$ cat config.mk
export PLATFORM = sky130hd
export DESIGN_NAME = aes_ctr_gen
export DESIGN_NICKNAME = d
export VERILOG_FILES = /design/src/source/aes_gcm_pkg.sv /design/src/source/aes_ctr_gen.sv
export SDC_FILE = /design/constraint.sdc
export NUM_CORES = 1
export LEC_CHECK = 0
export ABC_AREA = 1
export BUFFER_PORTS_ARGS = -buffer_cell sky130_fd_sc_hd__buf_2
export CORE_AREA = 2 2 288 290
export DETAILED_ROUTE_END_ITERATION = 7
export DIE_AREA = 0 0 290 292
export GPL_TIMING_DRIVEN = 0
export PLACE_DENSITY = 0.37
export SLEW_MARGIN = 20
export SYNTH_ARGS = -nofsm -noshare
export SYNTH_HDL_FRONTEND = slang
export SYNTH_SLANG_ARGS = --single-unit
$ cat constraint.sdc
create_clock -name clk -period 1.8 [get_ports clk]
set_clock_uncertainty 0.15 [all_clocks]
set_input_delay 0.09 -clock clk [delete_from_list [all_inputs] [get_ports clk]]
set_output_delay 0.09 -clock clk [all_outputs]
set_load 0.01 [all_outputs]
$ cat src/source/aes_gcm_pkg.sv
package aes_gcm_pkg;

    localparam int AES_BLOCK_BITS = 128;
    localparam int AES_KEY_BITS   = 128;
    localparam int AES_ROUNDS     = 10;
    localparam int AES_SCHED_BITS = (AES_ROUNDS + 1) * AES_BLOCK_BITS;
    localparam int GCM_IV_BITS    = 96;
    localparam int GCM_CTR_BITS   = 32;
    localparam int PIPE_LATENCY   = 12;
    localparam int PIPE_TAIL      = PIPE_LATENCY - AES_ROUNDS - 1; // Registers after round 10.

    // ~~~~~~~~~~~~~~~~~~~~~~~~~~~~~~~~~~~~~~~~
    // Forward S-box, entry 0 first.
    // ~~~~~~~~~~~~~~~~~~~~~~~~~~~~~~~~~~~~~~~~
    localparam logic [0:255][7:0] aes_sbox = {
        128'h637c777bf26b6fc53001672bfed7ab76,
        128'hca82c97dfa5947f0add4a2af9ca472c0,
        128'hb7fd9326363ff7cc34a5e5f171d83115,
        128'h04c723c31896059a071280e2eb27b275,
        128'h09832c1a1b6e5aa0523bd6b329e32f84,
        128'h53d100ed20fcb15b6acbbe394a4c58cf,
        128'hd0efaafb434d338545f9027f503c9fa8,
        128'h51a3408f929d38f5bcb6da2110fff3d2,
        128'hcd0c13ec5f974417c4a77e3d645d1973,
        128'h60814fdc222a908846eeb814de5e0bdb,
        128'he0323a0a4906245cc2d3ac629195e479,
        128'he7c8376d8dd54ea96c56f4ea657aae08,
        128'hba78252e1ca6b4c6e8dd741f4bbd8b8a,
        128'h703eb5664803f60e613557b986c11d9e,
        128'he1f8981169d98e949b1e87e9ce5528df,
        128'h8ca1890dbfe6426841992d0fb054bb16
    };

    // Counter block, seen whole or as IV and counter.
    typedef union packed
    {
        logic [0:AES_BLOCK_BITS-1] block;
        struct packed
        {
            logic [0:GCM_IV_BITS-1]  iv;
            logic [0:GCM_CTR_BITS-1] ctr;
        } fields;
    } gcm_block_u;

    // ~~~~~~~~~~~~~~~~~~~~~~~~~~~~~~~~~~~~~~~~
    // Round helpers
    // ~~~~~~~~~~~~~~~~~~~~~~~~~~~~~~~~~~~~~~~~
    function automatic logic [7:0] fn_xtime(input logic [7:0] b);
        return {b[6:0], 1'b0} ^ (b[7] ? 8'h1b : 8'h00); // Multiply by x in GF(2^8).
    endfunction

    function automatic logic [31:0] fn_sub_word(input logic [31:0] w);
        return {aes_sbox[w[31:24]], aes_sbox[w[23:16]], aes_sbox[w[15:8]], aes_sbox[w[7:0]]};
    endfunction

    // SubBytes and ShiftRows together; byte i sits in row i%4, column i/4.
    function automatic logic [0:AES_BLOCK_BITS-1] fn_sub_shift(
        input logic [0:AES_BLOCK_BITS-1] s
    );
        logic [0:AES_BLOCK_BITS-1] t;
        for (int i = 0; i < AES_BLOCK_BITS / 8; i++)
        begin
            t[8*i +: 8] = aes_sbox[s[8*((((i / 4) + (i % 4)) % 4) * 4 + (i % 4)) +: 8]];
        end
        return t;
    endfunction

    function automatic logic [0:31] fn_mix_column(input logic [0:31] col);
        logic [7:0] a0;
        logic [7:0] a1;
        logic [7:0] a2;
        logic [7:0] a3;
        a0 = col[0:7];
        a1 = col[8:15];
        a2 = col[16:23];
        a3 = col[24:31];
        return {fn_xtime(a0) ^ fn_xtime(a1) ^ a1 ^ a2 ^ a3,
                a0 ^ fn_xtime(a1) ^ fn_xtime(a2) ^ a2 ^ a3,
                a0 ^ a1 ^ fn_xtime(a2) ^ fn_xtime(a3) ^ a3,
                fn_xtime(a0) ^ a0 ^ a1 ^ a2 ^ fn_xtime(a3)};
    endfunction

    function automatic logic [0:AES_BLOCK_BITS-1] fn_aes_round(
        input logic [0:AES_BLOCK_BITS-1] state,
        input logic [0:AES_SCHED_BITS-1] sched,
        input int                        r
    );
        logic [0:AES_BLOCK_BITS-1] s;
        s = state;
        if (r == 1)
            s = s ^ sched[0 +: AES_BLOCK_BITS]; // Initial AddRoundKey.
        s = fn_sub_shift(s);
        if (r != AES_ROUNDS)
        begin
            for (int c = 0; c < 4; c++)
            begin
                s[32*c +: 32] = fn_mix_column(s[32*c +: 32]);
            end
        end
        return s ^ sched[AES_BLOCK_BITS*r +: AES_BLOCK_BITS];
    endfunction

    function automatic logic [0:AES_SCHED_BITS-1] fn_aes_key_expand(
        input logic [0:AES_KEY_BITS-1] key
    );
        logic [0:AES_SCHED_BITS-1] w;
        logic [31:0]               temp;
        logic [7:0]                rcon;
        w[0 +: AES_KEY_BITS] = key;
        rcon = 8'h01;
        for (int i = 4; i < 4 * (AES_ROUNDS + 1); i++)
        begin
            temp = w[32*(i-1) +: 32];
            if (i % 4 == 0)
            begin
                temp = fn_sub_word({temp[23:0], temp[31:24]}) ^ {rcon, 24'h000000};
                rcon = fn_xtime(rcon);
            end
            w[32*i +: 32] = w[32*(i-4) +: 32] ^ temp;
        end
        return w;
    endfunction

endpackage

$ cat src/source/aes_ctr_gen.sv
module aes_ctr_gen import aes_gcm_pkg::*; (
    clk,
    i_rst,
    i_valid,
    i_new_instance,
    i_iv,
    i_plain_text,
    o_valid,
    o_new_instance,
    o_plain_text,
    o_h,
    o_j0,
    o_cb
);

    input  logic                      clk;
    input  logic                      i_rst;
    input  logic                      i_valid;
    input  logic                      i_new_instance;
    input  logic [0:GCM_IV_BITS-1]    i_iv;
    input  logic [0:AES_BLOCK_BITS-1] i_plain_text;

    output logic                      o_valid;
    output logic                      o_new_instance;
    output logic [0:AES_BLOCK_BITS-1] o_plain_text;
    output logic [0:AES_BLOCK_BITS-1] o_h;
    output logic [0:AES_BLOCK_BITS-1] o_j0;
    output logic [0:AES_BLOCK_BITS-1] o_cb;

    gcm_block_u r_state; // Last counter block issued.
    gcm_block_u w_next;
    gcm_block_u w_j0;

    always_comb
    begin
        if (i_new_instance)
        begin
            w_next.fields.iv  = i_iv;
            w_next.fields.ctr = 32'd2;
        end
        else
        begin
            w_next.fields.iv  = r_state.fields.iv;
            w_next.fields.ctr = r_state.fields.ctr + 32'd1; // Wraps at 2^32.
        end
        w_j0.fields.iv  = w_next.fields.iv;
        w_j0.fields.ctr = 32'd1;
    end

    always_ff @(posedge clk)
    begin
        if (i_rst)
        begin
            r_state        <= '0;
            o_valid        <= 1'b0;
            o_new_instance <= 1'b0;
        end
        else
        begin
            o_valid        <= i_valid;
            o_new_instance <= i_valid && i_new_instance;
            if (i_valid)
                r_state <= w_next;
        end
    end

    always_ff @(posedge clk)
    begin
        o_plain_text <= i_plain_text;
        o_h          <= '0; // E(K, 0) starts from the zero block.
        o_j0         <= w_j0.block;
        o_cb         <= w_next.block;
    end

endmodule

==> results.yml <==
outcome:
  status: "finished, final reports clean"
route:
  dr.pass1.iters: 4
  vias_per_cell: 3.55
  drtIter0Drc: 407
  route.vias.total: 13733
  wl_um: 56100
  wl_per_cell_um: 14.5
  detail-route-antenna-nets: 0
  drc: 0
critical_path:
  slowest_stage: "dfxtp_2"
  cp_data_required_time_ns: 2.16
  cp.arrival_ns: 2.07
  path_class: "register to register"
  reg2reg_from: "r_state[0]$_SDFFE_PP0P_"
  critPathLaunchType: "register"
  cpPeakStageDelay_ns: 0.36
  worstPathCellList: "ha_4, nand2_2, nor2_4, nand2_2, nor2_4, nand2_1, nand2_1, nand3_2, a21oi_2"
  crit_buf_inv: 0
  worst_path_dominant_cell_family: "simple AND/OR/NAND/NOR gates"
  end_kind: "register"
  startpoint: "r_state[0]$_SDFFE_PP0P_"
  path_max_fanout: 8
hold_path:
  worstHoldStart: "i_plain_text[105]"
  min_path_type: "input pin to register"
power_and_ir_drop:
  p_clk_share_pct: 45.6
  pwr_density_cell_nw_per_um2: 963
  power.switching_w: 0.00596
  intPower_w: 0.0174
  leakage_nw: 12.4
  swShare_pct: 25.5
  seq_power_share_pct: 40.1
  ir_drop_v: 0.000746
  p_comb_share_pct: 14.3
synth:
  ys_seq_elements: 386
  yosysSeqAreaShare_pct: 54.7
  synth_area_um2: 14100
  synth_cells: 1621
  synth_warnings: 0
  syn_avg_cell_area_um2: 8.72
  synth_cell_type_count: 31
clocking:
  cts-root-buf: "clkbuf_16"
  clock_latency_ns: 0.58
  clkSlewWorstSetupHoldPaths_ns: 0.06
  cts_buffers: 48
  clock_sinks: 386
  htreeDepth: 2
  max-clock-path-buffers: 3
  cts_tree: "yes"
sta:
  relSlewSlack_pct: 54.7
  finalSetupViolations: 0
  period_needed_ns: 1.70
  hold_slack_ns: 0.0370
  worst_slew_pin_slew_ns: 0.680
  hold_viol: 0
  post-route-period-util_pct: 94.7
  slew_violations: 0
  max_freq_ghz: 0.587
floorplanning:
  dieArea_um2: 84700
  start_util_pct: 17.3
  rows: 105
  die_x_um: 290
  fp.coreArea_um2: 81600
  ios: 742
  die_h_um: 292
final_layout:
  final_cells: 3867
  drive_above_1_share_pct: 36.1
  final_util_pct: 29.7
  syn_to_final_growth_pct: 71.6
  final_nets: 2983
global_route:
  grt_max_degree: 14
  track_usage_pct: 12.6
  grt_pass1_wl_um: 82200
  grt.overflow.total: 0
  grt_pass1_vias: 13727
  antenna_found_initial: 7
placed_design:
  place_inst: 3428
  post-dp-hpwl_um: 43000
  place_congestion: 0.832
  port_buffers: 579
run:
  maxCapViolCount: 0
[logic make-up (layout without fill, tap and decap cells)]
logic type	after synthesis	after routing	share of synthesized area, %
buffers and inverters	581	1595	22.8
flip-flops	386	386	54.7
AO/OA/AOI/OAI	353	353	12.7
AND/OR/NAND/NOR	298	298	9.68
other	2	164	0.0531
adder cells (fa/ha/maj)	1	1	0.0885
[worst paths after layout]
kind | end | slack [ns] | depth (start not counted)
setup / recovery | r_state[22]$_SDFFE_PP0P_ | 0.1 | 9
hold / removal | o_plain_text[105]$_DFF_P_ | 0.04 | 2
setup reg to reg | r_state[22]$_SDFFE_PP0P_ | 0.1 | 9
hold reg to reg | o_cb[84]$_DFF_P_ | 0.32 | 2
[per-layer routing]
layer | global-route usage [%] | up-vias | share of wire, %
met3 | 3.68 | 103 | 6.9
li1 | - | 6901 | -
met5 | 0 | - | 0.11
met4 | 4.59 | 8 | 3.3
met1 | 14.3 | 6208 | 41
met2 | 22.5 | 513 | 49
[power groups by stage]
stage / Combinational [W] / Sequential [W] / Clock (W)
CTS: 0.00335 / 0.00938 / 0.0111
global route: 0.00365 / 0.00943 / 0.0114
finish: 0.00334 / 0.00937 / 0.0106
detailed placement: 0.00274 / 0.00957 / 0
floorplan: 0.00139 / 0.00967 / 0
global placement: 0.00274 / 0.00956 / 0
[registers in the layout, indices dropped and copies added, names as in the netlist]
name and cells:
o_cb 127, o_j0 1, o_new_instance 1, o_plain_text 128
o_valid 1, r_state 128
[through the flow]
step / TNS (ns) / instance area, um^2 / setup slack, ns / power [W]
2_1_floorplan: 0 / 14700 / 0.285 / 0.0111
3_3_place_gp: -36.64 / 19000 / -0.561 / 0.0123
3_5_place_dp: -2.85 / 19000 / -0.138 / 0.0123
4_1_cts: 0 / 24200 / 0.0184 / 0.0238
5_1_grt: -0.00557 / 24300 / -0.00255 / 0.0245
6_report: 0 / 24300 / 0.0958 / 0.0234
[cell usage in the layout (no fill, tap or decap), drive strengths merged]
cell type,instances
or2,7
o21ai,225
dfxtp,386
nor2,55
nand4,1
nor3,2
diode,4
clkbuf,102
buf,865
ha,1
conb,160
a21oi,126
bufinv,8
dlygate4sd3,344
inv,262
a31oi,1
nand2,192
nand3b,1
clkinv,11
nand3,40
clkinvlp,3
a211oi,1
[timing repair]
action / CTS / global route
hold buffers: 344 / 0
resized for setup: 0 / 19
buffers inserted: 0 / 2
endpoints found under the setup margin: 0 / 19
endpoints found under the hold margin: 340 / 0
[cell type report]
type	count	area, um^2
tap	1070	1340
clock buffer	63	1380
clock inverter	26	383
antenna	4	10.0
multi-input combinational	812	3840
buffer	323	2250
inverter	258	971
sequential	386	7730
timing repair buffer	925	6360
fill	8648	57300
[cell usage after synthesis]
cell type  number  share of area (%)
nand2_4         2               0.16
ha_1            1              0.088
nor2_4          9               0.72
inv_2           4               0.11
or2_1           1              0.044
nand3b_4        1               0.14
or2_2           6               0.27
buf_6           5               0.40
o21ai_0       183                6.5
inv_1         253                6.7
nor2_1         40                1.1
buf_4         263                 14
nand4_1         1              0.044
nor2_2          5               0.22
clkbuf_1       39                1.0
a21oi_2         8               0.50
nand3_1        31                1.1
a211oi_1        1              0.053
nand2_1       188                5.0
dfxtp_1       386                 55
nor2_8          1               0.14
inv_4           1              0.044
nand2_2         2              0.088
a21oi_1       118                4.2
conb_1          2              0.053
o21ai_1        42                1.5
buf_1           6               0.16
a31oi_1         1              0.044
nor3_1          2              0.071
nand3_2         9               0.64
buf_2          10               0.35
Note: power is estimated with default switching activity, not from simulation.
